[src/hw/corr_pkg.sv]
package corr_pkg;

   // ----------------------------------------
   // Widths
   // ----------------------------------------
   localparam int ACC_W    = 32;              // Accumulator and bus data width
   localparam int ADR_W    = 8;               // Bus address width
   localparam int NANT_MAX = 8;               // Widest antenna vector in samp_t

   // Device select, address bits 7..6
   localparam logic [1:0] DEV_VIS  = 2'd0;    // Visibility bank
   localparam logic [1:0] DEV_ONES = 2'd1;    // Ones bank
   localparam logic [1:0] DEV_STAT = 2'd2;    // Completed-block count

   // ----------------------------------------
   // Types
   // ----------------------------------------
   typedef logic [ACC_W-1:0] acc_t;

   typedef struct packed {
      acc_t cos;                              // Real against real agreements
      acc_t sin;                              // Real against imaginary agreements
   } vis_t;

   typedef struct packed {
      logic                valid;             // Counted sample this cycle
      logic [NANT_MAX-1:0] re;                // Current sample, one bit per antenna
      logic [NANT_MAX-1:0] im;                // Previous sample stands in for imaginary
      logic                last;              // Reserved, always zero
   } samp_t;

   typedef struct packed {
      logic swap;                             // Block done, banks capture
      logic clear;                            // Acquisition off, counts dropped
   } bank_ctl_t;

   // Pairs (a,b), a < b, in row order
   function automatic int npairs(int n);
      return n * (n - 1) / 2;
   endfunction

   function automatic int pair_idx(int a, int b, int n);
      return a * n - a * (a + 1) / 2 + (b - a - 1);
   endfunction

   // Next accumulator value; a swap restarts the block with this cycle's hit
   function automatic acc_t acc_next(acc_t acc, logic valid, logic hit, bank_ctl_t ctl);
      acc_t inc;
      inc = (valid && hit) ? acc_t'(1) : '0;
      if (ctl.clear) return '0;
      if (ctl.swap) return inc;
      return acc + inc;
   endfunction

endpackage

[src/hw/quad_delay.sv]
`timescale 1ns/100ps
module quad_delay import corr_pkg::*; #(
   parameter int NANT = 8
) (
   input  logic            clk_i,
   input  logic            sw_d,
   input  logic            strobe_i,
   input  logic [NANT-1:0] antenna_i,
   input  logic            active_i,           // Armed by an earlier strobe
   output samp_t           samp_o
);

   // Delayed copy of the real bit, a crude Hilbert transform
   logic [NANT-1:0] prev_q;
   logic [NANT-1:0] re_q;
   logic [NANT-1:0] im_q;
   logic            valid_q;

   always_ff @(posedge clk_i or posedge sw_d) begin
      if (sw_d) begin
         prev_q  <= '0;
         valid_q <= 1'b0;
      end else begin
         if (strobe_i) prev_q <= antenna_i;     // Every strobe, arming one too
         valid_q <= strobe_i && active_i;
      end
   end

   // Payload, qualified by valid
   always_ff @(posedge clk_i) begin
      if (strobe_i && active_i) begin
         re_q <= antenna_i;
         im_q <= prev_q;
      end
   end

   assign samp_o.valid = valid_q;
   assign samp_o.re    = NANT_MAX'(re_q);       // High antennas read zero
   assign samp_o.im    = NANT_MAX'(im_q);
   assign samp_o.last  = 1'b0;                  // Reserved

endmodule

[config.mk]
export PLATFORM = sky130hd
export DESIGN_NAME = quad_delay
export DESIGN_NICKNAME = d
export VERILOG_FILES = /design/src/hw/corr_pkg.sv /design/src/hw/quad_delay.sv
export SDC_FILE = /design/constraint.sdc
export NUM_CORES = 1
export LEC_CHECK = 0
export BUFFER_PORTS_ARGS = -buffer_cell sky130_fd_sc_hd__buf_4
export CAP_MARGIN = 5
export CORE_ASPECT_RATIO = 1.75
export CORE_MARGIN = 2
export CORE_UTILIZATION = 35
export DETAILED_ROUTE_END_ITERATION = 16
export PLACE_DENSITY = 0.57
export SKIP_LAST_GASP = 1
export SYNTH_ARGS = -nofsm -noshare
export SYNTH_HDL_FRONTEND = slang
export SYNTH_SLANG_ARGS = --single-unit
[constraint.sdc]
create_clock -name clk_i -period 0.8 [get_ports clk_i]
set_input_delay 0.04 -clock clk_i [delete_from_list [all_inputs] [get_ports clk_i]]
set_output_delay 0.04 -clock clk_i [all_outputs]
set_load 0.03 [all_outputs]
[Word-level counts from Yosys, hierarchy flattened]
Cells that the tools add are included.
Operators by class
  reductions and logical operators: 1
Operator list (count)
  1-bit logical AND: 1
Storage, ports and cells
  logic and storage cells: 5
  register bits: 25
  output and inout port bits: 18

[Depth between registers and ports, before layout]
  depth in word-level cells: 1
  mapped depth: 2

[Least setup slack after synthesis]
OpenSTA, ideal clock, no wires.
  path kind: input port to flip-flop
  start point: in strobe_i
  end point: reg im_q[0] (enable)
  data required time: 465 ps
  stages on the path: 2
  path slack: -34 ps
  arrival: 499 ps
  library setup time: 335 ps
  path buffers: 1
  cells stage by stage: buf_6 and2_2
On the way
  longest elaborated chain between the ends: 1
Ends and longest elaborated chain
  from (decl): line quad_delay.sv:7  | input logic strobe_i,
  1-bit logical AND: line quad_delay.sv:31  | if (strobe_i && active_i) begin
  to (signal assigned): line quad_delay.sv:33  | im_q <= prev_q;
  to (decl): line quad_delay.sv:16  | logic [NANT-1:0] im_q;
No other way between the ends.
A chain may end at the register's enable or synchronous reset.

[Final worst setup path]
  start point: reg re_q[1]
  end point: out samp_o[10] in the netlist's numbering
RTL lines
  from (decl): line quad_delay.sv:15  | logic [NANT-1:0] re_q;
  from (signal assigned): line quad_delay.sv:32  | re_q <= antenna_i;
  to (decl): line quad_delay.sv:10  | output samp_t samp_o
No word-level cell between the ends.

==> impl_results.md <==
- Status: complete, but fails checks
- Clk pin slew, worst setup/hold paths: 0.08 ns
- Top post-synthesis cells by count: 16 x edfxtp_1, 9 x dfrtp_1, 8 x mux2_4, 2 x buf_4
- Final core utilization: 55.4%
- Peak Freq: 1160 MHz
- Gate Count Post-Synth: 39
- Hold Crit Start: antenna_i[1]
- Hpwl dp: 925 µm
- Compound-Gate Fraction of Synth Area: 0%
- H-tree depth: 1
- Critical path, cell by cell: buf_6
- Vias: 455
- I/O pin total: 30
- Cell with the most instances after synthesis: edfxtp_1
- Diode count: 0
- P_leak: 0.559 nW
- Layout cell share with drive strength beyond 1: 53.8%
- Vias in the first global route: around 500
- Worst r2r src: prev_q[2]
- Max-Cap Viols: 0
- Clock Latency Late Sink: 0.26 ns
- Worst Path Arrival: 0.82 ns
- Initial DRT Pass Iterations: 3
- Sequential cell area: 706 µm²
- Grt total ovfl: 0
- Adder-cell share of the synthesized area: 0%
- Total CTS buffers: 3
- Leading post-synthesis cells by cell area: edfxtp_1 55%, dfrtp_1 26%, mux2_4 14%, buf_4 1.7%, buf_6 1.3%
- Async SR Flop Fraction: between 30 and 40%
- Unique cell type count in the Yosys netlist: 8
- Clock sinks: 25
- Largest net degree at the start of global routing: 18
- # rows: 23
- Seq/Total Area, Yosys: 81.4%
- WL/cell: 12.8 µm
- Final Worst Setup Slack: -0.0603 ns
- Synthesis Warnings: 0
- Initial antenna violation count: 0
- PwrDens: 2050 nW/µm²
- Clk root buf: clkbuf_8
- Inst Count DP: 91
- Hold Crit Endpoint: prev_q[1]
- Die Width: 41.6 µm
- Avg Synthesized Cell Area: 22.2 µm²
- R2R Setup Slk: 0.03 ns
- Hold Fails Final Rpt: 0
- CTS Buffer Depth: 2
- Final Max Slew Viols: 0
- CP max FO: 1
- Largest family of logic cells by synthesized area: multiplexers
- XOR/XNOR Fraction of Synth Area: 0%
- Critical path type: register to output port
- Crit path max-delay family: flip-flops
- Mapped Area: 867 µm²
- Worst hold-check path type: input pin to register
- Worst reg2reg endpoint: prev_q[2]
- Failing checks: setup timing
- #FFs+latches synth: 25
- Cells on Worst Hold Path: 2
- CP max stage cell: edfxtp_1
- Syn nets: 51
- Initial Utilization: 37.2%
- Post-synthesis simple-gate area fraction: less than 1%
- Setup crit end kind: output port
- Final ANT Viol Nets: 0
- Post-synth top area share: 55.4%
- # setup viols final: 17
- Min Tclk post-route: 0.860 ns
- I/O Buffers: 28
- Total GRT Usage: 9.80%
- Initial drt markers: 2
- Setup tns final: -0.603 ns
- WL final: 1320 µm
- R2R depth: 1
- Core ar.: 2330 µm²
- First-pass GRT wire length: between 2000 and 2500 µm
- VDD IR max: 0.00117 V
- Fill count: around 190
- Tcrit/Tclk final: 108%
- Post-synthesis mux area share: between 10 and 15%
- Setup bufs post-CTS: 0
- CP max stage delay: 0.41 ns
- Die Y: 69.8 µm
- Post-route insts no fill: slightly above 100
- Die Area: 2910 µm²
- CTS tree: yes
- RSZ-0062 raised after global routing: yes
- # DRC: 0
- Buf/Inv on CP: 1
- Final Wtd Congestion: 0.620
- Synth area leader: edfxtp_1
- DR vias/cell: 4.42
- Number of flops mapped to enable cells by yosys: 16
- Clock Skews: 0.000466 ns
- Ys flop type: edfxtp_1
- Setup crit start kind: register
- Critical Path RT: 0.76 ns
- Fin nets: 91
- Synthesis-to-layout area growth: 48.9%
- Multi-input gate area: 133 µm²
## timing repair
action | CTS | global route
hold buffers | 9 | 0
cloned | 0 | 0
hold endpoints to repair | 17 | 0
gates resized for setup | 17 | 0
pin swaps | 0 | 0
endpoints found under the setup margin | 17 | 18
## stage by stage
step / hold WS (ns) / power [mW] / area (µm²) / setup slack, ns
finish: 0.0145 / 2.64 / 1290 / -0.0603
global route: 0.00887 / 2.75 / 1290 / -0.0935
CTS: 0.00884 / 2.68 / 1300 / -0.0813
detailed placement: 0.0441 / 1.90 / 1100 / 0.0427
global placement: 0.0500 / 1.89 / 1100 / 0.0606
floorplan: -0.132 / 1.76 / 868 / 0.0660
## cell type report
cell class | count | share of cell area [%]
clock buffer | 3 | 3.20
clock inverter | 1 | 0.388
inverter | 1 | 0.291
multi-input combinational | 10 | 10.3
sequential | 25 | 54.7
tap | 25 | 2.42
timing repair buffer | 38 | 28.8
## power by group
group          switching [mW]  leakage, nW  total, mW  internal (mW)
clock network           0.358       0.0255      0.704          0.347
logic                   0.189        0.277      0.409          0.220
registers              0.0435        0.257       1.53           1.48
total                   0.590        0.559       2.64           2.05
## worst max path at each step
stage / start / to / slack, ns / cells after the start
final: re_q[1] / samp_o[10] / -0.06 / 1
after global routing: re_q[1] / samp_o[10] / -0.09 / 1
after CTS: im_q[1] / samp_o[2] / -0.08 / 1
after detailed placement: prev_q[2] / prev_q[2] / 0.04 / 1
after global placement: prev_q[3] / prev_q[3] / 0.06 / 1
after floorplan: strobe_i / im_q[0] / 0.07 / 2
## placed cells by master, fill, tap and decap left out
| cell | Yosys | final |
|---|---|---|
| mux2_4 | 8 | 8 |
| clkbuf_8 | 0 | 3 |
| clkinv_2 | 0 | 1 |
| inv_1 | 1 | 1 |
| conb_1 | 1 | 1 |
| edfxtp_1 | 16 | 16 |
| and2_4 | 0 | 1 |
| buf_6 | 1 | 17 |
| buf_4 | 2 | 12 |
| dfrtp_1 | 9 | 9 |
| dlygate4sd3_1 | 0 | 9 |
## routing by layer
metal  share of wire (%)  global-route usage, %  vias to the layer above
li1                    -                      -                      213
met1                  38                   10.7                      224
met2                  58                   18.4                       18
met3                 3.4                  0.781                        0
met4                   0                   4.30                        0
met5                   0                      0                        -
## flip-flops by register name, indices dropped and copies added, names as in the netlist
register and cells:
im_q 8, prev_q 8, re_q 8, valid_q 1
## cell families (layout without fill, tap and decap cells)
logic type,after synthesis,in the layout
DFF,25,25
muxes,8,8
buffers and inverters,4,43
other,1,1
and+or+nand+nor,1,1
Power figures use the tool's default switching activity.
