--- src/hw/corr_pkg.sv ---
package corr_pkg;

   // ----------------------------------------
   // Widths
   // ----------------------------------------
   localparam int ACC_W    = 32;              // Accumulator and bus data width
   localparam int ADR_W    = 8;               // Bus address width
   localparam int NANT_MAX = 8;               // Widest antenna vector in samp_t

   // Device select, address bits 7..6
   localparam logic [1:0] DEV_VIS  = 2'd0;    // Visibility bank
   localparam logic [1:0] DEV_ONES = 2'd1;    // Ones bank
   localparam logic [1:0] DEV_STAT = 2'd2;    // Completed-block count

   // ----------------------------------------
   // Types
   // ----------------------------------------
   typedef logic [ACC_W-1:0] acc_t;

   typedef struct packed {
      acc_t cos;                              // Real against real agreements
      acc_t sin;                              // Real against imaginary agreements
   } vis_t;

   typedef struct packed {
      logic                valid;             // Counted sample this cycle
      logic [NANT_MAX-1:0] re;                // Current sample, one bit per antenna
      logic [NANT_MAX-1:0] im;                // Previous sample stands in for imaginary
      logic                last;              // Reserved, always zero
   } samp_t;

   typedef struct packed {
      logic swap;                             // Block done, banks capture
      logic clear;                            // Acquisition off, counts dropped
   } bank_ctl_t;

   // Pairs (a,b), a < b, in row order
   function automatic int npairs(int n);
      return n * (n - 1) / 2;
   endfunction

   function automatic int pair_idx(int a, int b, int n);
      return a * n - a * (a + 1) / 2 + (b - a - 1);
   endfunction

   // Next accumulator value; a swap restarts the block with this cycle's hit
   function automatic acc_t acc_next(acc_t acc, logic valid, logic hit, bank_ctl_t ctl);
      acc_t inc;
      inc = (valid && hit) ? acc_t'(1) : '0;
      if (ctl.clear) return '0;
      if (ctl.swap) return inc;
      return acc + inc;
   endfunction

endpackage

--- src/hw/vis_accum.sv ---
`timescale 1ns/100ps
module vis_accum import corr_pkg::*; #(
   parameter int NANT = 8
) (
   input  logic      clk_i,
   input  logic      sw_d,
   input  samp_t     samp_i,
   input  bank_ctl_t bank_ctl_i,
   output vis_t      vis_o [npairs(NANT)]     // Running counts, pair order
);

   // ----------------------------------------
   // One cos/sin counter pair per baseline
   // ----------------------------------------
   for (genvar ga = 0; ga < NANT; ga++) begin : g_a
      for (genvar gb = ga + 1; gb < NANT; gb++) begin : g_b
         localparam int P = pair_idx(ga, gb, NANT);

         logic cos_hit;
         logic sin_hit;

         // Agreement of one-bit samples stands in for the product
         assign cos_hit = (samp_i.re[ga] == samp_i.re[gb]);
         assign sin_hit = (samp_i.re[ga] == samp_i.im[gb]);

         always_ff @(posedge clk_i or posedge sw_d) begin
            if (sw_d) begin
               vis_o[P] <= '0;
            end else begin
               vis_o[P].cos <= acc_next(vis_o[P].cos, samp_i.valid, cos_hit, bank_ctl_i);
               vis_o[P].sin <= acc_next(vis_o[P].sin, samp_i.valid, sin_hit, bank_ctl_i);
            end
         end
      end
   end

endmodule

--- config.mk ---
export PLATFORM = sky130hd
export DESIGN_NAME = vis_accum
export DESIGN_NICKNAME = d
export VERILOG_FILES = /design/src/hw/corr_pkg.sv /design/src/hw/vis_accum.sv
export SDC_FILE = /design/constraint.sdc
export NUM_CORES = 2
export LEC_CHECK = 0
export ABC_CLOCK_PERIOD_IN_PS = 94300
export BUFFER_PORTS_ARGS = -buffer_cell sky130_fd_sc_hd__buf_2
export CAP_MARGIN = 20
export CORE_AREA = 3 3 707 709
export DETAILED_ROUTE_END_ITERATION = 10
export DIE_AREA = 0 0 710 712
export GPL_ROUTABILITY_DRIVEN = 0
export MAX_ROUTING_LAYER = met4
export PLACE_DENSITY = 0.33
export REMOVE_ABC_BUFFERS = 1
export SLEW_MARGIN = 25
export SYNTH_ARGS = -nofsm -noshare
export SYNTH_HDL_FRONTEND = slang
export SYNTH_SLANG_ARGS = --single-unit
--- constraint.sdc ---
create_clock -name clk_i -period 94.3 [get_ports clk_i]
set_input_delay 4.715 -clock clk_i [delete_from_list [all_inputs] [get_ports clk_i]]
set_output_delay 4.715 -clock clk_i [all_outputs]
set_load 0.1 [all_outputs]
# --- Word level (Yosys, flattened, before mapping) ---
# Index checks and enable logic that the tools add are counted.
totals:
  register_bits: 1792
  latchBits: 0
  ramBits: 0
  mem_bits_ro: 0
  inputBits: 22
  output_inout_bits: 1792
  word_cells: 452
  n_memories: 0
op_classes:
  n_addsub: 56
  multipliers: 0
  div_mod_pow: 0
  n_lt_le_gt_ge: 0
  n_eq_ne: 56
  shifts: 0
  mux: 228
  n_bitwise: 0
  n_reduce_logical: 56
op_table:
  columns: ["operator", "count"]
  rows:
  - ["$mux 32", 169]
  - ["$add 32x1->32", 56]
  - ["$mux 1", 59]
  - ["$eq 1x1->1", 56]
  - ["$logic_and 1x1->1", 56]

# --- Longest topological paths before layout ---
depth:
  ltp_word: 6
  depth_mapped: 12
  mapped_depth_nobuf: 7

# --- Worst setup path before layout ---
# Ideal clock, no wire load.
synth_path:
  path_type: "input -> register"
  startpoint: "in samp_i[9] (netlist name)"
  endpoint: "reg vis_o[1690] (netlist name)"
  setup_ps: 78
  arrival_ps: 7463
  t_required_ps: 94222
  setup_slack_ps: 86759
  stages: 11
  path_buffers: 4
  path_cell_list: "clkbuf_1 clkbuf_1 xnor2_1 and2_1 ha_1 nand2_2 or4_4 buf_6 buf_6 or4_1 a21oi_1"
synth_between:
  elab_chain_cells: 6
synth_lines:
  columns: ["item", "line", "source"]
  rows:
  - ["start: declaration", "vis_accum.sv:7", "input samp_t samp_i,"]
  - ["$eq 1x1->1", "vis_accum.sv:24", "assign sin_hit = (samp_i.re[ga] == samp_i.im[gb]);"]
  - ["$logic_and 1x1->1", "corr_pkg.sv:49", "inc = (valid && hit) ? acc_t'(1) : '0;"]
  - ["$mux 1", "corr_pkg.sv:49", null]
  - ["$add 32x1->32", "corr_pkg.sv:52", "return acc + inc;"]
  - ["$mux 32", "corr_pkg.sv:52", null]
  - ["$mux 32", "corr_pkg.sv:51", "if (ctl.swap) return inc;"]
  - ["end: declaration", "vis_accum.sv:9", "output vis_t vis_o [npairs(NANT)]"]
# No other way between the ends.

# --- Final worst setup path ---
layout_path:
  startpoint: "in bank_ctl_i[1] (netlist name)"
  endpoint: "reg vis_o[1099] (netlist name)"
layout_between:
  elab_chain_cells: 4
  elab_cells_between_ends: 5
  classes_between: "mux (5)"
layout_lines:
  columns: ["item", "line", "source"]
  rows:
  - ["start: declaration", "vis_accum.sv:8", "input bank_ctl_t bank_ctl_i,"]
  - ["$mux 1 (2 in series)", "corr_pkg.sv:51", null]
  - ["$mux 32 (*)", "corr_pkg.sv:52", null]
  - ["$mux 32 (*)", "corr_pkg.sv:51", null]
# Mark *: on every way between the ends. The rest lies on a longest branch, timed or not. The select of a mux whose other input is x is not followed.

==> key figures <==
Worst hold path
  • Hold-critical path depth: 2
  • Worst hold path class: reg2reg
  • HP Start: vis_o[1439]
  • Endpoint, Worst Hold: vis_o[1439]

Floorplanning
  • Die Ht: 712 µm
  • Die width: 710 µm
  • I/O pin count: 1814
  • Starting density of the core: 0.190
  • Rows: 258
  • Die Area: 506000 µm²
  • Core footprint: 494000 µm²

Power
  • Leak pwr: 47.8 nW
  • Power Dens Cells: 15.5 nW/µm²
  • Switching Share: 0.257
  • Comb pwr share: 0.046
  • P_int: 1.35 mW
  • Share of power burned in registers: 0.426
  • Worst vdd ir: 0.0142 mV
  • Clock network fraction of total power: 0.528
  • Psw: 467 µW

Clock network
  • CTS sink cnt: 1792
  • Hold Buf Count CTS: 0
  • Max Root-Sink Buffers: 4
  • PostCTS Resize Cnt: 0
  • Htree depth: 4
  • CTS tree: done
  • Post-CTS setup buffers: 0
  • Root buffer cell: clkbuf_16
  • Clock slew at reported path FFs: 0.06 ns
  • Total CTS buffers: 242
  • Worst-skew pair later-pin latency: 0.93 ns

Drt
  • Drt wl/cell: 24.8 µm
  • First-pass DRT Iterations: 7
  • Drt via density: 4.73
  • DRT iter0 DRCs: 4920
  • ANT nets after route: 0
  • DR DRC count: 0
  • DR vias: 86.2k
  • Final WL: 452000 µm

Setup path
  • Worst EP arrival: 9.56 ns
  • Crit Path Class: in2reg
  • Worst R2R Start: vis_o[1218]
  • Worst setup EP type: flip-flop
  • Capturing point of the worst reg2reg path: vis_o[1247]
  • R2r setup slk: 91.42 ns
  • Cells on worst reg2reg path: 4
  • Startpoint Class: primary input
  • Worst Setup SP: bank_ctl_i[1]
  • Worst EP required: 95.10 ns
  • CP Max Fanout: 146

Synthesis
  • YS warnings: 0
  • Fraction of registers with async set/reset: 1.00
  • Distinct cells, synth: 52
  • Synth area leader: dfrtp_1
  • Sequential element share of the synthesized area: 0.478
  • Post-Syn Area: 93700 µm²
  • Top cell type's share of synthesized area: 0.478
  • Area contributors post-synth: dfrtp_1, or4_1, a21oi_1, o31ai_1, xor2_1
  • Post-synthesis register bit count: 1792
  • Post-synth top flop: dfrtp_1
  • EDFF count, synth: 0
  • Synthesized instance count: 9988
  • Post-synthesis area per instance: 9.38 µm²

Final layout
  • Register with the most flip-flops: vis_o
  • Layout cell share with drive strength beyond 1: 0.202
  • Largest regs: vis_o (1792)
  • Final instance area: 117000 µm²
  • Most frequent cells in the layout: buf_2, dfrtp_1, a21oi_1, or4_1, nand2_1
  • Largest register FFs: 1792
  • Layout Nets: 11.7k
  • Commonest non-fill, non-tap cell in the layout: buf_2
  • Number of fillers in the final layout: 53.8k
  • Layout area overhead: 25.4%

STA
  • Skew final: 0.0712 ns
  • Hold Fails Final Rpt: 0
  • Worst Tran Pin Value: 1.01 ns
  • Crit path time final: 8.77 ns
  • Final setup viols: 0
  • Final worst path period share: 0.0930
  • Worst slew margin: 0.324
  • Final TNS setup: 0 ns
  • Fin. max-slew vios: 0
  • RSZ-0062 raised after global routing: no
  • Highest Clock Rate: 114 MHz

Global routing
  • Met3 Use GR: 0.0494
  • Overall fraction of global-route tracks in use: 0.176
  • Number of global-route vias before repair: 82.6k
  • GR Layer Usage met1: 0.201
  • GR Layer Usage met2: 0.291
  • Grt ovf: 0
  • Top Usage Layer GRT: met2
  • Initial antenna violation count: 13
  • First-pass GRT wire length: 643000 µm
  • Largest net degree at the start of global routing: 165

Placed design
  • I/O Buffers: 1811
  • Placed cell area: 109000 µm²
  • Dpl hpwl: 333000 µm

Run
  • Max-cap viol count: 0

Run status
  • Status: finished clean
## layer usage
metal	up-vias	share of wire
li1	40500	-
met1	43000	0.40
met2	2075	0.48
met3	618	0.074
met4	0	0.046
met5	-	0
## how the worst max path moves through the flow
stage | slack [ns] | depth (start not counted) | to
2_1_floorplan | 38.99 | 1 | vis_o[0]
3_3_place_gp | 84.38 | 8 | vis_o[1099]
3_5_place_dp | 84.41 | 8 | vis_o[1099]
4_1_cts | 85.42 | 8 | vis_o[1099]
5_1_grt | 85.20 | 8 | vis_o[1099]
6_report | 85.53 | 8 | vis_o[1099]
## cells in the mapped netlist, drive strengths merged, types with 71 or more instances
cell / n
or4: 748
or3: 458
nor3: 71
and4: 157
nand4: 455
clkbuf: 554
nand2: 689
xnor2: 318
o31ai: 640
nand3: 529
o21ai: 326
inv: 280
xor2: 329
nor4: 152
nor2: 675
a21oi: 1009
mux2i: 134
ha: 112
and2: 146
dfrtp: 1792
and3: 126
## critical path: stages
cell and delay [ns]:
buf_8 0.45, or2_4 0.72, buf_4 0.80, buf_4 0.60, buf_12 0.57, buf_4 0.85
nor2_1 0.08, a31o_2 0.28
## kinds of logic (layout without fill, tap and decap cells)
group	Yosys count	in the layout	share of synthesized area
and+or+nand+nor	4277	4277	0.258
AOI/OAI and AO/OA	2128	2128	0.136
DFF	1792	1792	0.478
buffers and inverters	898	2620	0.0372
xor gates and xnor gates	647	647	0.0605
muxes	134	134	0.0143
adders and majority gates	112	112	0.0150
other	0	8	0
## final cells by class
class	count	area, µm²	share of cell area
multi-input cells	7298	45400	0.387
flip-flops and latches	1792	44800	0.382
repair buffers	1905	9930	0.0846
well taps	6500	8130	0.0692
clock buffers	380	7280	0.0620
inverters	280	1060	0.00901
clock inverters	55	793	0.00675
diodes	8	20.0	0.000170
## power by group through the flow
stage	clock network [mW]	logic, mW	registers [mW]
2_1_floorplan	0	0.0328	0.807
3_3_place_gp	0	0.0886	0.788
3_5_place_dp	0	0.0884	0.788
4_1_cts	1.00	0.0887	0.774
5_1_grt	1.03	0.0927	0.774
6_report	0.960	0.0838	0.774
## stage by stage
stage / hold slack [ns] / instances / worst slack, ns / util / power, mW
floorplan: 0.997 / 9370 / 38.99 / - / 0.840
global placement: 0.528 / 17800 / 84.38 / 0.221 / 0.876
detailed placement: 0.528 / 17800 / 84.41 / 0.221 / 0.876
CTS: 0.537 / 18200 / 85.42 / 0.238 / 1.86
global route: 0.553 / 18200 / 85.20 / 0.238 / 1.89
finish: 0.539 / 18200 / 85.53 / 0.238 / 1.82
No activity file was read; power rests on OpenSTA's default activity.
