`config.mk`:
```
export PLATFORM = sky130hd
export DESIGN_NAME = ones_accum
export DESIGN_NICKNAME = d
export VERILOG_FILES = /design/src/hw/corr_pkg.sv /design/src/hw/ones_accum.sv
export SDC_FILE = /design/constraint.sdc
export NUM_CORES = 1
export LEC_CHECK = 0
export BUFFER_PORTS_ARGS = -buffer_cell sky130_fd_sc_hd__buf_2
export CORE_MARGIN = 3
export CORE_UTILIZATION = 60
export DETAILED_ROUTE_END_ITERATION = 10
export PLACE_DENSITY = 0.9
export SYNTH_ARGS = -nofsm -noshare
export SYNTH_HDL_FRONTEND = slang
export SYNTH_SLANG_ARGS = --single-unit
```
`constraint.sdc`:
```
create_clock -name clk_i -period 24.2 [get_ports clk_i]
set_clock_uncertainty 0.1 [all_clocks]
set_input_delay 2.42 -clock clk_i [delete_from_list [all_inputs] [get_ports clk_i]]
set_output_delay 2.42 -clock clk_i [all_outputs]
set_load 0.005 [all_outputs]
```
`src/hw/corr_pkg.sv`:
```
package corr_pkg;

   // ----------------------------------------
   // Widths
   // ----------------------------------------
   localparam int ACC_W    = 32;              // Accumulator and bus data width
   localparam int ADR_W    = 8;               // Bus address width
   localparam int NANT_MAX = 8;               // Widest antenna vector in samp_t

   // Device select, address bits 7..6
   localparam logic [1:0] DEV_VIS  = 2'd0;    // Visibility bank
   localparam logic [1:0] DEV_ONES = 2'd1;    // Ones bank
   localparam logic [1:0] DEV_STAT = 2'd2;    // Completed-block count

   // ----------------------------------------
   // Types
   // ----------------------------------------
   typedef logic [ACC_W-1:0] acc_t;

   typedef struct packed {
      acc_t cos;                              // Real against real agreements
      acc_t sin;                              // Real against imaginary agreements
   } vis_t;

   typedef struct packed {
      logic                valid;             // Counted sample this cycle
      logic [NANT_MAX-1:0] re;                // Current sample, one bit per antenna
      logic [NANT_MAX-1:0] im;                // Previous sample stands in for imaginary
      logic                last;              // Reserved, always zero
   } samp_t;

   typedef struct packed {
      logic swap;                             // Block done, banks capture
      logic clear;                            // Acquisition off, counts dropped
   } bank_ctl_t;

   // Pairs (a,b), a < b, in row order
   function automatic int npairs(int n);
      return n * (n - 1) / 2;
   endfunction

   function automatic int pair_idx(int a, int b, int n);
      return a * n - a * (a + 1) / 2 + (b - a - 1);
   endfunction

   // Next accumulator value; a swap restarts the block with this cycle's hit
   function automatic acc_t acc_next(acc_t acc, logic valid, logic hit, bank_ctl_t ctl);
      acc_t inc;
      inc = (valid && hit) ? acc_t'(1) : '0;
      if (ctl.clear) return '0;
      if (ctl.swap) return inc;
      return acc + inc;
   endfunction

endpackage

```
`src/hw/ones_accum.sv`:
```
`timescale 1ns/100ps
module ones_accum import corr_pkg::*; #(
   parameter int NANT = 8
) (
   input  logic      clk_i,
   input  logic      sw_d,
   input  samp_t     samp_i,
   input  bank_ctl_t bank_ctl_i,
   output acc_t      ones_o [NANT]             // Ones per antenna, this block
);

   // Means of the one-bit streams, since antenna gains are unknown
   for (genvar gi = 0; gi < NANT; gi++) begin : g_ant
      always_ff @(posedge clk_i or posedge sw_d) begin
         if (sw_d) begin
            ones_o[gi] <= '0;
         end else begin
            ones_o[gi] <= acc_next(ones_o[gi], samp_i.valid, samp_i.re[gi], bank_ctl_i);
         end
      end
   end

endmodule

```
---- After elaboration in Yosys (flattened, before gate mapping) ----
Index checks and enable logic that the tools add are counted.
storage, ports and cells
  output and inout bits ................... 256
  word-level logic and storage cells ...... 60
  register bits after elaboration ......... 256
  input port bits ......................... 22
cells by class
  mux-type cells .......................... 36
  add/subtract/negate cells ............... 8
  reduce and logical (&&, ||, !) cells .... 8
operators by type and width
  cell                                      number
  32-bit 2-to-1 mux                         25
  32-bit by 1-bit adder with 32-bit output  8
  1-bit 2-to-1 mux                          11
  1-bit logical AND                         8

---- Longest topological paths before layout ----
Gate-level depths: netlist of the first run.
  depth in word-level cells ............... 5
  mapped depth ............................ 9
  mapped depth without buffers ............ 6

---- Worst setup path before layout of the first run ----
No wires, ideal clock.
  kind .................................... input to register
  from .................................... in samp_i[10] (netlist name)
  to ...................................... reg ones_o[216] (netlist name)
  stages on the path ...................... 8
  arrival ................................. 4,258 ps
  slack ................................... 19,764 ps
  library setup time ...................... 78 ps
  buffers on the path ..................... 2
  required time ........................... 24,022 ps
  cell sequence ........................... and2_1 -> ha_1 -> nand2_2 -> or4_4 -> buf_6 -> buf_6 -> or4_1 -> a21oi_1
on the way
  cells in the longest elaborated chain, start to end .. 5
ends and longest elaborated chain
  item                                      RTL line          text
  start: declaration                        ones_accum.sv:7   input samp_t samp_i,
  1-bit logical AND                         corr_pkg.sv:49    inc = (valid && hit) ? acc_t'(1) : '0;
  1-bit 2-to-1 mux                          corr_pkg.sv:49
  32-bit by 1-bit adder with 32-bit output  corr_pkg.sv:52    return acc + inc;
  32-bit 2-to-1 mux                         corr_pkg.sv:52
  32-bit 2-to-1 mux                         corr_pkg.sv:51    if (ctl.swap) return inc;
  end signal: indexed assignment            ones_accum.sv:18  ones_o[gi] <= acc_next(ones_o[gi], samp_i.valid, samp_i.re[gi], bank_ctl_i);
  end: declaration                          ones_accum.sv:9   output acc_t ones_o [NANT]
No other way between the ends.

---- Worst setup path in the final report of the first run ----
  from .................................... in samp_i[17] (netlist name)
  to ...................................... reg ones_o[80] (netlist name)
The elaborated chain is that of the path after synthesis.

==> flow_summary.toml, run 1 <==
[layout]
num-nets-final = 1672
nFillCells = 1546
layout_common_cells = "268 x buf_2, 256 x dfrtp_1, 140 x a21oi_1"
drive_gt1_share_pct = 19.9
top_regs = "ones_o: 256 flops"
diodes = 0
largest_register_ffs = 256
seq_area_mm2 = 0.00641
largest-register = "ones_o"
multi_input_area_mm2 = 0.00654
layout_commonest_cell = "buf_2"
syn_to_final_growth_pct = 17.5

[placed_design]
portBuffers = 268
dp_hpwl_um = 23100
place_congestion = 0.840

[floorplan]
core_mm2 = 0.0219
initial_utilization_pct = 61.3
ios = 278
die_h_um = 156
row_count = 54
die_area_mm2 = 0.0242
dieWidth_um = 156

[setup_path]
worst_ep_required_time_ns = 24.53
critPathArrivalTime_ns = 5.49
worst_setup_path_end_kind = "flop"
startpoint_type = "input pin"
critPathKind = "in2reg"
worstPathMaxFanout = 31

[flow_run]
max_cap_viol_count = 0

[logic_synthesis]
netlist_area_mm2 = 0.0134
synth-main-ff-cell = "dfrtp_1"
synth_edf_count = 0
synth_cell_types = 34
syn-num-nets = 1459
yosysSeqAreaShare_pct = 47.7
async_reset_ff_share_pct = 100
ys_warn_count = 0
synth-seq-cells = 256
synth_cells = 1421
avgSynthCellArea_um2 = 9.44

[route]
finalWirelength_um = 36600
drt_iter0_markers = 883
routedWlPerCell_um = 18.9
vias_per_cell = 6.57
vias = 12700
postRouteAntennaNets = 0
firstDrtPassIters = 7
post-route-drc-count = 0

[clock_network]
post_cts_resize_count = 0
cts.root.buffer_cell = "clkbuf_16"
cts_buffer_depth = 3
insertion_delay_ns = 0.54
clk_pin_slew_worst_paths_ns = 0.06
cts_tree = "done"
cts_buffers = 28
cts.sinks = 256
htree_levels = 1
cts_hold_buf = 0
postCtsSetupBuffers = 0

[timing]
finalHoldViolations = 0
hold_slack_ns = 0.445
rsz0062_at_grt = "false"
setup_viol = 0
finalSetupTns_ns = 0
min_period_ns = 5.16
maxSlewHeadroom_pct = 22.9
drv_slew = 0
timing.final.crit_share_pct = 21.3
fmax_ghz = 0.194
worstMarginPinSlew_ns = 1.16

[global_routing]
antenna_found_initial = 1
grt_pass1_vias = 11900
grt_use_total_pct = 28.9
grt_max_degree = 106
grt-ovfl-total = 0
grt_pass1_wl_um = 59300

[worst_hold_path]
hold_class = "reg2reg"

[power_and_ir_drop]
leakage_uw = 0.00675
ir_drop_mv = 0.0463
powerDensity_mw_per_mm2 = 57.1

[status]
status = "finished clean"
[final cells by class]
| type | count | share of cell area (%) |
|---|---|---|
| clock inverter | 5 | 0.476 |
| tap | 280 | 2.22 |
| inverter | 29 | 0.738 |
| multi-input combinational | 1045 | 41.5 |
| sequential | 256 | 40.6 |
| timing repair buffer | 274 | 8.80 |
| clock buffer | 47 | 5.60 |
[synth_stat cells (3+ instances only)]
| library cell | count | area, um^2 |
|---|---|---|
| and3_1 | 21 | 131 |
| nor3_1 | 9 | 45.0 |
| clkbuf_1 | 83 | 312 |
| ha_1 | 16 | 200 |
| nand2_1 | 91 | 342 |
| or4_4 | 3 | 33.8 |
| xnor2_1 | 32 | 280 |
| xor2_1 | 56 | 490 |
| nand4_1 | 73 | 457 |
| buf_1 | 3 | 11.3 |
| inv_1 | 29 | 109 |
| and2_1 | 17 | 106 |
| or4_1 | 110 | 826 |
| dfrtp_1 | 256 | 6410 |
| o31ai_1 | 100 | 751 |
| nor4_1 | 19 | 119 |
| or3_1 | 58 | 363 |
| o21ai_0 | 39 | 195 |
| o311ai_0 | 5 | 43.8 |
| o41ai_1 | 5 | 43.8 |
| nand3_1 | 81 | 405 |
| mux2i_1 | 19 | 190 |
| or2_2 | 5 | 31.3 |
| and4_1 | 37 | 324 |
| a21oi_1 | 140 | 701 |
| nor2_1 | 97 | 364 |
| o21a_1 | 6 | 45.0 |
[worst paths after layout]
kind	start	to	slack, ns	depth (start not counted)
max	samp_i[17]	ones_o[80]	19.04	7
min	ones_o[127]	ones_o[127]	0.44	2
max reg2reg	ones_o[64]	ones_o[80]	21.04	5
min reg2reg	ones_o[127]	ones_o[127]	0.44	2
max in group asynchronous	sw_d	ones_o[30]	20.53	3
min in group asynchronous	sw_d	ones_o[64]	1.92	2
[through the flow]
stage	worst slack (ns)	instances	cell area, um^2	util (%)	total power [uW]
2_1_floorplan	14.64	1421	13400	-	456
3_3_place_gp	18.82	1884	14800	67.6	465
5_1_grt	18.83	1936	15800	72.0	925
3_5_place_dp	18.68	1884	14800	67.6	465
4_1_cts	19.09	1936	15800	72.0	904
6_report	19.04	1936	15800	72.0	899
[routing by layer]
metal / share of wire, % / up-vias / global-route usage, %
li1: - / 5787 / -
met1: 39 / 6226 / 38.6
met2: 48 / 591 / 46.8
met3: 8.9 / 117 / 6.49
met4: 3.6 / 2 / 10.8
met5: 0.027 / - / 0
[cells by family (layout without fill, tap and decap cells)]
kind of cell / after synthesis / after routing / share of synthesized area [%]
xor gates and xnor gates: 88 / 88 / 5.74
AOI/OAI and AO/OA: 297 / 297 / 13.4
buffers and inverters: 120 / 355 / 3.52
and+or+nand+nor: 625 / 625 / 26.7
DFF: 256 / 256 / 47.7
adders and majority gates: 16 / 16 / 1.49
muxes: 19 / 19 / 1.42
[where the power goes]
group          total, uW  switching, uW  internal (uW)
logic               26.9           21.5           5.38
clock network        442            174            268
registers            430           1.16            429
total                899            197            702
[worst max-delay path, cell delays in order]
cell and delay [ns]:
buf_2 0.26, and2_1 0.23, ha_1 0.21, and4_1 0.35, nand4_1 0.89, or4_1 0.87, a21oi_1 0.25
Power figures use the tool's default switching activity.
==> run 2: changes to the inputs <==
CORE_UTILIZATION = 56   (was 60)
PLACE_DENSITY = 0.85   (was 0.9)
clock period = 5 ns   (was 24.2 ns; I/O delays follow)
==> flow_summary.toml, run 2 (same netlist as run 1, synthesis figures left out) <==
[layout]
layout_common_cells = "268 x buf_2, 256 x dfrtp_1, 140 x a21oi_1"
largest-register = "ones_o"
drive_gt1_share_pct = 19.8
top_regs = "ones_o: 256 flops"
nFillCells = 1873
multi_input_area_mm2 = 0.00654
seq_area_mm2 = 0.00641
num-nets-final = 1673
largest_register_ffs = 256
layout_commonest_cell = "buf_2"
syn_to_final_growth_pct = 17.7

[clock_network]
cts.sinks = 256
cts.root.buffer_cell = "clkbuf_16"
postCtsSetupBuffers = 0
clk_pin_slew_worst_paths_ns = 0.06
cts_buffer_depth = 3
insertion_delay_ns = 0.53
cts_tree = "done"
cts_hold_buf = 0
post_cts_resize_count = 0
htree_levels = 1
cts_buffers = 29

[floorplan]
initial_utilization_pct = 57.0
row_count = 56
core_mm2 = 0.0235
dieWidth_um = 161
ios = 278
die_area_mm2 = 0.0259
die_h_um = 161

[setup_path]
worst_setup_path_end_kind = "flop"
worst_ep_required_time_ns = 5.35
worstPathMaxFanout = 30
critPathArrivalTime_ns = 3.09
critPathKind = "reg2reg"
startpoint_type = "flop"

[global_routing]
grt_util_met1_pct = 36.3
grtUsageMet3_pct = 5.60
antenna_found_initial = 3
grt_pass1_wl_um = 58300
grt_max_degree = 130
grt-ovfl-total = 0
grtUsageMet2_pct = 43.1
gr-max-usage-layer = "met2"
grt_use_total_pct = 26.4
grt_pass1_vias = 11500

[route]
vias = 12400
finalWirelength_um = 35300
vias_per_cell = 6.30
drt_iter0_markers = 1289
firstDrtPassIters = 5
routedWlPerCell_um = 17.9
postRouteAntennaNets = 0
post-route-drc-count = 0

[power_and_ir_drop]
ir_drop_mv = 0.224
powerDensity_mw_per_mm2 = 270
leakage_uw = 0.00673

[timing]
min_period_ns = 2.75
rsz0062_at_grt = "false"
maxSlewHeadroom_pct = 21.7
timing.final.crit_share_pct = 55.0
finalHoldViolations = 0
fmax_ghz = 0.364
setup_viol = 0
drv_slew = 0
finalSetupTns_ns = 0
setup_slack_ns = 2.25
worstMarginPinSlew_ns = 1.17

[placed_design]
pre_cts_ws_ns = 1.79
dp_hpwl_um = 23100
portBuffers = 268
place_congestion = 0.836

[worst_hold_path]
hold_class = "in2async"

[status]
status = "finished clean"

[flow_run]
max_cap_viol_count = 0
## run 2: final timing paths
check                      cells past startpoint  slack, ns   startpoint     endpoint
setup / recovery                               4       2.25  ones_o[133]  ones_o[158]
hold / removal                                 2       0.06         sw_d  ones_o[227]
setup reg to reg                               4       2.25  ones_o[133]  ones_o[158]
hold reg to reg                                2       0.44  ones_o[223]  ones_o[223]
max in group asynchronous                      3       3.51         sw_d  ones_o[123]
min in group clk_i                             4       0.31   samp_i[10]  ones_o[192]
## run 2: through the flow
| stage | util, % | hold slack, ns | area, um^2 | instances | power (uW) |
|---|---|---|---|---|---|
| 2_1_floorplan | - | 0.431 | 13400 | 1421 | 2210 |
| 3_3_place_gp | 63.2 | 0.422 | 14900 | 1923 | 2250 |
| 3_5_place_dp | 63.2 | 0.436 | 14900 | 1923 | 2250 |
| 4_1_cts | 67.1 | 0.0784 | 15800 | 1974 | 4300 |
| 5_1_grt | 67.1 | 0.119 | 15800 | 1975 | 4400 |
| 6_report | 67.1 | 0.0605 | 15800 | 1975 | 4260 |
## run 2: per-layer routing
metal / wire length [um] / up-vias
met1: 14900 / 6145
met3: 2740 / 58
met4: 701 / 2
li1: - / 5793
met2: 17000 / 438
met5: 13 / -
## run 2: worst max-delay path, stage by stage, from the launching register on
cell     delay [ns]
dfrtp_1        0.45
and4_1         0.33
nand4_1        0.81
or4_1          0.80
a21oi_1        0.16
## run 2: final cells by class
type / count / area share, %
Antenna cell: 1 / 0.0158
Clock buffer: 46 / 5.44
Clock inverter: 5 / 0.341
Inverter: 29 / 0.713
Multi-Input combinational cell: 1045 / 41.4
Sequential cell: 256 / 40.6
Tap cell: 319 / 2.53
Timing Repair Buffer: 274 / 8.94
## run 2: power breakdown
| part | switching [uW] | total [uW] | internal (uW) |
|---|---|---|---|
| Sequential | 5.13 | 2080 | 2080 |
| Combinational | 103 | 131 | 27.7 |
| Clock | 830 | 2050 | 1220 |
| Total | 939 | 4260 | 3320 |
