[config.mk]
export PLATFORM = sky130hd
export DESIGN_NAME = corr_ctrl
export DESIGN_NICKNAME = d
export VERILOG_FILES = /design/src/hw/corr_pkg.sv /design/src/hw/corr_ctrl.sv
export SDC_FILE = /design/constraint.sdc
export NUM_CORES = 1
export LEC_CHECK = 0
export BUFFER_PORTS_ARGS = -buffer_cell sky130_fd_sc_hd__buf_2
export CORE_MARGIN = 8
export CORE_UTILIZATION = 25
export CTS_CLUSTER_DIAMETER = 30
export CTS_CLUSTER_SIZE = 25
export DETAILED_ROUTE_END_ITERATION = 6
export HOLD_SLACK_MARGIN = 0.05
export SLEW_MARGIN = 40
export SYNTH_ARGS = -nofsm -noshare
export SYNTH_HDL_FRONTEND = slang
export SYNTH_SLANG_ARGS = --single-unit
[constraint.sdc]
create_clock -name clk_i -period 3 [get_ports clk_i]
set_clock_uncertainty 0.2 [all_clocks]
set_input_delay 0 -clock clk_i [delete_from_list [all_inputs] [get_ports clk_i]]
set_output_delay 0 -clock clk_i [all_outputs]
set_load 0.01 [all_outputs]
[src/hw/corr_pkg.sv]
package corr_pkg;

   // ----------------------------------------
   // Widths
   // ----------------------------------------
   localparam int ACC_W    = 32;              // Accumulator and bus data width
   localparam int ADR_W    = 8;               // Bus address width
   localparam int NANT_MAX = 8;               // Widest antenna vector in samp_t

   // Device select, address bits 7..6
   localparam logic [1:0] DEV_VIS  = 2'd0;    // Visibility bank
   localparam logic [1:0] DEV_ONES = 2'd1;    // Ones bank
   localparam logic [1:0] DEV_STAT = 2'd2;    // Completed-block count

   // ----------------------------------------
   // Types
   // ----------------------------------------
   typedef logic [ACC_W-1:0] acc_t;

   typedef struct packed {
      acc_t cos;                              // Real against real agreements
      acc_t sin;                              // Real against imaginary agreements
   } vis_t;

   typedef struct packed {
      logic                valid;             // Counted sample this cycle
      logic [NANT_MAX-1:0] re;                // Current sample, one bit per antenna
      logic [NANT_MAX-1:0] im;                // Previous sample stands in for imaginary
      logic                last;              // Reserved, always zero
   } samp_t;

   typedef struct packed {
      logic swap;                             // Block done, banks capture
      logic clear;                            // Acquisition off, counts dropped
   } bank_ctl_t;

   // Pairs (a,b), a < b, in row order
   function automatic int npairs(int n);
      return n * (n - 1) / 2;
   endfunction

   function automatic int pair_idx(int a, int b, int n);
      return a * n - a * (a + 1) / 2 + (b - a - 1);
   endfunction

   // Next accumulator value; a swap restarts the block with this cycle's hit
   function automatic acc_t acc_next(acc_t acc, logic valid, logic hit, bank_ctl_t ctl);
      acc_t inc;
      inc = (valid && hit) ? acc_t'(1) : '0;
      if (ctl.clear) return '0;
      if (ctl.swap) return inc;
      return acc + inc;
   endfunction

endpackage

[src/hw/corr_ctrl.sv]
`timescale 1ns/100ps
module corr_ctrl import corr_pkg::*; (
   input  logic             clk_i,
   input  logic             sw_d,
   input  logic             enable_i,
   input  acc_t             blocksize_i,       // Block length minus one
   input  logic             strobe_i,
   input  samp_t            samp_i,            // Only valid is used here
   input  logic             rd_stb_i,
   input  logic [ADR_W-1:0] adr_i,
   input  vis_t             vis_rd_i,          // Entry from visibility bank
   input  acc_t             ones_rd_i,         // Entry from ones bank
   output logic             active_o,
   output bank_ctl_t        bank_ctl_o,
   output logic [5:0]       rd_idx_o,
   output logic             ack_o,
   output acc_t             dat_o,
   output logic             switch_o
);

   // ----------------------------------------
   // Block sequencing
   // ----------------------------------------
   acc_t blk_q;                                // Counted samples in this block
   acc_t blocks_q;                             // Completed blocks, status word
   logic wrap;
   logic swap_d;

   assign wrap   = (blk_q == blocksize_i);
   // Enable sampled here too, so swap and clear never meet
   assign swap_d = enable_i && !bank_ctl_o.clear && samp_i.valid && wrap;

   always_ff @(posedge clk_i or posedge sw_d) begin
      if (sw_d) begin
         active_o   <= 1'b0;
         bank_ctl_o <= '0;
         switch_o   <= 1'b0;
         blk_q      <= '0;
         blocks_q   <= '0;
      end else begin
         if (!enable_i) active_o <= 1'b0;               // Disarm at once
         else if (strobe_i) active_o <= 1'b1;           // Arming strobe, not counted
         bank_ctl_o.clear <= !enable_i;
         bank_ctl_o.swap  <= swap_d;
         switch_o         <= bank_ctl_o.swap;           // Bank holds the block by now
         if (bank_ctl_o.clear) begin
            blk_q    <= '0;
            blocks_q <= '0;
         end else begin
            if (samp_i.valid) blk_q <= wrap ? '0 : blk_q + 1'b1;
            if (bank_ctl_o.swap) blocks_q <= blocks_q + 1'b1;
         end
      end
   end

   // ----------------------------------------
   // Read decode
   // ----------------------------------------
   logic [1:0] dev;
   acc_t       rd_word;

   assign dev = adr_i[7:6];

   always_comb begin
      // Pair index sits above the cos/sin bit
      rd_idx_o = (dev == DEV_VIS) ? {1'b0, adr_i[5:1]} : adr_i[5:0];
      case (dev)
         DEV_VIS:  rd_word = adr_i[0] ? vis_rd_i.sin : vis_rd_i.cos;
         DEV_ONES: rd_word = ones_rd_i;
         DEV_STAT: rd_word = blocks_q;
         default:  rd_word = '0;                         // Unmapped device
      endcase
   end

   always_ff @(posedge clk_i or posedge sw_d) begin
      if (sw_d) ack_o <= 1'b0;
      else ack_o <= rd_stb_i;                            // Ack on the next edge
   end

   always_ff @(posedge clk_i) begin
      if (rd_stb_i) dat_o <= rd_word;
   end

   a_swap_not_clear: assert property (
      @(posedge clk_i) disable iff (sw_d) !(bank_ctl_o.swap && bank_ctl_o.clear)
   ) else $error("swap and clear high together");

   a_ack_after_stb: assert property (
      @(posedge clk_i) disable iff (sw_d) ack_o |-> $past(rd_stb_i)
   ) else $error("ack without a read strobe");

endmodule

# After elaboration in Yosys (flattened, before gate mapping)
# Index checks and enable logic that the tools add are counted.
dict set report totals {
  ff_bits 101
  inputBits 159
  output_inout_bits 43
  elab_cells 32
}
dict set report op_classes {
  addsub 2
  n_eq_ne 4
  mux 10
  reduce_logical 8
}
# operator n
set ops {}
lappend ops {{two-way mux 32 bit} 6}
lappend ops {{one-hot mux 32 bit (3 select lines)} 1}
lappend ops {{adder 32 x 1 -> 32 bit (second input constant)} 2}
lappend ops {{== test 32 bit} 1}
lappend ops {{two-way mux 6 bit} 1}
lappend ops {{nonzero test 2 bit} 2}
lappend ops {{logical AND 1 bit} 3}
lappend ops {{== test 2 x 1 -> 1 bit (second input constant)} 1}
lappend ops {{== test 2 bit (second input constant)} 1}
lappend ops {{logical NOT 1 bit} 2}
lappend ops {{logical NOT 2 bit} 1}
lappend ops {{two-way mux 1 bit} 2}
lappend ops {{inequality test 2 x 1 -> 1 bit (second input constant)} 1}

# Depth between registers and ports, before layout
dict set report logic_depth {
  word_depth 4
  mapped_depth 8
  depth_no_buf 7
}

# Worst setup path before layout
# Ideal clock, no wire load.
dict set report synth_path {
  kind {flip-flop to flip-flop}
  start {reg bank_ctl_o[0] (netlist bit)}
  end {reg blk_q[23]}
  setup_ns 0.132
  arrival_time_ns 1.943
  required_ns 2.668
  setup_slack_ns 0.725
  stages_incl_launch_ff 9
  period_less_slack_ns 2.275
  path_cell_list {dfrtp_1 clkbuf_1 nor2_1 or4_1 clkbuf_1 nor4_2 nand3_1 xor2_1 nor2_1}
}
dict set report synth_between {
  elab_chain_len 1
}
# item line
set synth_lines {}
lappend synth_lines {{from (decl)} corr_ctrl.sv:14} ;# output bank_ctl_t bank_ctl_o,
lappend synth_lines {{two-way mux 32 bit / nonzero test 2 bit (equally long branches)} -}
lappend synth_lines {{to (signal assigned)} corr_ctrl.sv:50} ;# if (samp_i.valid) blk_q <= wrap ? '0 : blk_q + 1'b1;
lappend synth_lines {{to (decl)} corr_ctrl.sv:24} ;# acc_t blk_q;
# Several ways; a longest one is shown, not always the timed one.
# A chain may end at the register's enable or synchronous reset.

# Worst setup path after layout
dict set report layout_path {
  start {reg blocks_q[3]}
  end {reg blocks_q[26]}
}
dict set report layout_between {
  elab_chain_len 3
}
# item line
set layout_lines {}
lappend layout_lines {{from (decl)} corr_ctrl.sv:25} ;# acc_t blocks_q;
lappend layout_lines {{from (signal assigned)} corr_ctrl.sv:51} ;# if (bank_ctl_o.swap) blocks_q <= blocks_q + 1'b1;
lappend layout_lines {{adder 32 x 1 -> 32 bit} corr_ctrl.sv:51}
lappend layout_lines {{two-way mux 32 bit} corr_ctrl.sv:51}
lappend layout_lines {{two-way mux 32 bit} corr_ctrl.sv:46} ;# if (bank_ctl_o.clear) begin
# Every way passes these cells. The select of a mux whose other input is x is not followed.

==> results.py <==
metrics = {
    "timing": {
        "grt_setup_unrepaired": "false",
        "layout_min_cycle_time_ns": 2.51,
        "timing_worst_slew_pin_value_ns": 0.722,
        "min_period_over_period": 0.836,
        "fin_ws_ns": 0.491,
        "max_freq_mhz": 399,
        "slew_viol_final": 0,
        "final-setup-viol-count": 0,
        "max-slew-margin-rel": 0.519,
        "timing.setup.tns_ns": 0,
        "finalHoldViolations": 0,
    },
    "logic_synthesis": {
        "synth_nets": 751,
        "compound_gate_portion_of_the_synthesized_area": 0.0838,
        "synth_seq_cells": 101,
        "number_of_standard_cells_after_synthesis": 590,
        "yosysSeqAreaShare": 0.479,
        "number_of_warnings_printed_during_yosys_synthesis": 0,
        "synth_fa_ha_area_frac": 0.00446,
        "post_synth_xor_area_fraction": 0.128,
        "yosys.area_share.simple": 0.207,
        "dominant_combinational_cell_family_by_area_after_synthesis": "simple AND/OR/NAND/NOR gates",
        "async_flop_share": 0.683,
        "ys.flop_type": "sky130_fd_sc_hd__dfrtp_1",
        "synth.distinct_cells": 43,
        "muxShareOfSynthArea": 0.0726,
        "edff_count_synth": 32,
        "netlist_area_um2": 5620,
        "post_synth.cell_area_avg_um2": 9.52,
    },
    "drt": {
        "drt_first_pass_iters": 4,
        "drt.antenna.violating_nets": 0,
        "drt_drc_violations_left": 0,
        "route.detailed.vias_per_inst": 4.55,
        "wirelength_mm": 16.7,
        "detailedRoute.firstIterationViolations": 260,
        "vias": 5140,
        "drt-wirelength-per-cell_um": 14.8,
    },
    "floorplanning": {
        "die_w_um": 166,
        "floorplan.initialDensity": 0.251,
        "die_h_um": 166,
        "placementRows": 55,
        "io-pin-count": 202,
        "fp.dieArea_um2": 27500,
        "design.core.area_um2": 22400,
    },
    "global_routing": {
        "grt.met2_usage": 0.208,
        "wire_length_of_the_first_global_routing_pass_mm": 27.6,
        "grt_use_met3": 0.0414,
        "maximum_number_of_pins_on_one_net_before_global_route_repair": 43,
        "gr-total-overflow": 0,
        "via_count_of_the_first_global_routing_pass": 5420,
        "grt_antenna_before_repair": 0,
        "grtUsageMet1": 0.141,
        "track_usage": 0.122,
        "gr-max-usage-layer": "met2",
    },
    "clock_network": {
        "cts_tree": "yes",
        "clockBufferDepth": 2,
        "htree_num_levels": 3,
        "path_clk_slew_ns": 0.07,
        "clkSinkCount": 101,
        "number_of_gates_given_a_new_drive_strength_after_cts": 0,
        "clock_insertion_delay_worst_skew_ns": 0.35,
        "cts_setup_buffers": 0,
        "cts_buffers": 9,
        "root_buffer": "sky130_fd_sc_hd__clkbuf_16",
        "postCtsHoldBufs": 70,
    },
    "critical_path": {
        "worst_setup_path_end_kind": "flop",
        "r2r.worst_path.cells": 6,
        "critical_path_required_ns": 3.02,
        "startpoint_type": "flop",
        "worstSetupPathType": "flop to flop",
        "rrSetupSlack_ns": 0.49,
        "crit_fanout": 7,
        "critical_path_arrival_ns": 2.53,
    },
    "placed_design": {
        "port_buffers": 184,
        "detailed_place_hpwl_mm": 12.3,
        "dp_cells": 1042,
        "gp_routability_congestion": 0.854,
        "pre_cts_slack_ns": 0.489,
    },
    "power_and_ir_drop": {
        "total_leakage_power_nw": 3.63,
        "power.density_nw_per_um2": 393,
        "vdd.ir_drop.worst_mv": 0.240,
    },
    "cells_and_area": {
        "multi_input_comb_area_um2": 2790,
        "final-seq-area_um2": 2690,
        "final_util": 0.353,
        "nets": 1000,
        "area_growth_pct": 40.6,
        "fin_cells": 1129,
        "antenna_cells_inserted": 0,
        "drive_gt1_frac": 0.274,
        "filler_cell_count": 2279,
    },
    "run_status": {
        "outcome": "complete, no violations",
    },
    "job": {
        "cap_violations": 0,
    },
    "hold_path": {
        "timing.hold.worst.class": "input pin to async pin",
    },
}
[placed cells by master (no fill, tap or decap), drive strengths merged]
master	count
or4	3
ha	2
dfrtp	69
nor4b	1
a21oi	40
o311a	1
a221o	2
inv	9
clkbuf	10
nor4	11
nor2	96
clkinv	4
mux2i	34
nor3	7
and4	5
nand2	53
and3	7
xor2	69
a21o	1
mux2	6
nand4	16
nand3	26
nor2b	3
o21ba	1
xnor2	13
o21ai	41
buf	197
or3	8
dlygate4sd3	70
nand2b	1
or4b	1
or2	1
and2	2
a22o	2
edfxtp	32
[layer usage]
layer	wire length, µm	vias to the layer above
li1	-	2546
met1	7290	2396
met2	7900	175
met3	1190	23
met4	330	0
met5	0	-
[critical path, stage by stage, from the launching register on]
cell and delay, ns:
sky130_fd_sc_hd__dfrtp_1 0.46, sky130_fd_sc_hd__nand4_1 0.25, sky130_fd_sc_hd__or4_1 0.63, sky130_fd_sc_hd__nor3_2 0.46, sky130_fd_sc_hd__nand3_1 0.16, sky130_fd_sc_hd__xor2_1 0.17
sky130_fd_sc_hd__nor2_1 0.05
[cells in the mapped netlist (2+ instances only)]
cell,n,area [µm²]
sky130_fd_sc_hd__or4_1,2,15.0
sky130_fd_sc_hd__ha_1,2,25.0
sky130_fd_sc_hd__o21ai_0,39,195
sky130_fd_sc_hd__o21ai_1,2,10.0
sky130_fd_sc_hd__nor3_1,6,30.0
sky130_fd_sc_hd__edfxtp_1,32,961
sky130_fd_sc_hd__or3_1,8,50.1
sky130_fd_sc_hd__inv_1,6,22.5
sky130_fd_sc_hd__and3_1,7,43.8
sky130_fd_sc_hd__xnor2_1,13,114
sky130_fd_sc_hd__clkbuf_1,25,93.8
sky130_fd_sc_hd__nand2_1,52,195
sky130_fd_sc_hd__nand3_1,26,130
sky130_fd_sc_hd__a22o_1,2,17.5
sky130_fd_sc_hd__a221o_1,2,20.0
sky130_fd_sc_hd__and2_1,2,12.5
sky130_fd_sc_hd__nor2b_1,3,18.8
sky130_fd_sc_hd__dfrtp_1,69,1730
sky130_fd_sc_hd__nand4_1,15,93.8
sky130_fd_sc_hd__nor2_1,95,357
sky130_fd_sc_hd__xor2_1,69,604
sky130_fd_sc_hd__nor4_1,10,62.6
sky130_fd_sc_hd__a21oi_1,40,200
sky130_fd_sc_hd__mux2i_1,34,340
sky130_fd_sc_hd__and4_2,2,20.0
sky130_fd_sc_hd__and4_1,3,26.3
sky130_fd_sc_hd__mux2_2,6,67.6
sky130_fd_sc_hd__buf_1,3,11.3
[power by group]
part	leakage, nW	total (mW)	switching, mW	internal (mW)
Combinational	2.23	0.471	0.229	0.241
Sequential	1.26	1.49	0.0153	1.47
Clock	0.140	1.14	0.564	0.580
Total	3.63	3.10	0.809	2.29
[cells by family after synthesis]
kind of cell	after synthesis
compound gates	88
xor+xnor	82
fa+ha+maj	2
buf+inv	36
flops	101
mux	40
simple gates	241
[area by class of cell]
cell class | count | share of cell area
clock buffer | 10 | 0.0290
clock inverter | 6 | 0.00697
inverter | 7 | 0.00364
multi-input combinational | 453 | 0.353
sequential | 101 | 0.340
tap | 285 | 0.0452
timing repair buffer | 267 | 0.222
[per-stage QoR]
stage | hold slack, ns | power, mW | instance area [µm²]
detailed placement | -0.130 | 1.90 | 6880
finish | 0.0449 | 3.10 | 7900
global route | 0.0887 | 3.25 | 7900
global placement | 0.0156 | 1.90 | 6880
CTS | 0.0523 | 3.15 | 7870
floorplan | -0.169 | 1.70 | 5620
[path summary, 6_finish.rpt]
path | start | end
setup / recovery | blocks_q[3] | blocks_q[26]
min in group clk_i | adr_i[5] | rd_idx_o[5]
hold reg to reg | blocks_q[31] | blocks_q[31]
max in group asynchronous | sw_d | blocks_q[1]
setup reg to reg | blocks_q[3] | blocks_q[26]
hold / removal | sw_d | switch_o
[registers in the layout, indices dropped and copies added (netlist names)]
name,flops
blocks_q,32
ack_o,1
active_o,1
bank_ctl_o,2
switch_o,1
blk_q,32
dat_o,32
Power figures use the tool's default switching activity.
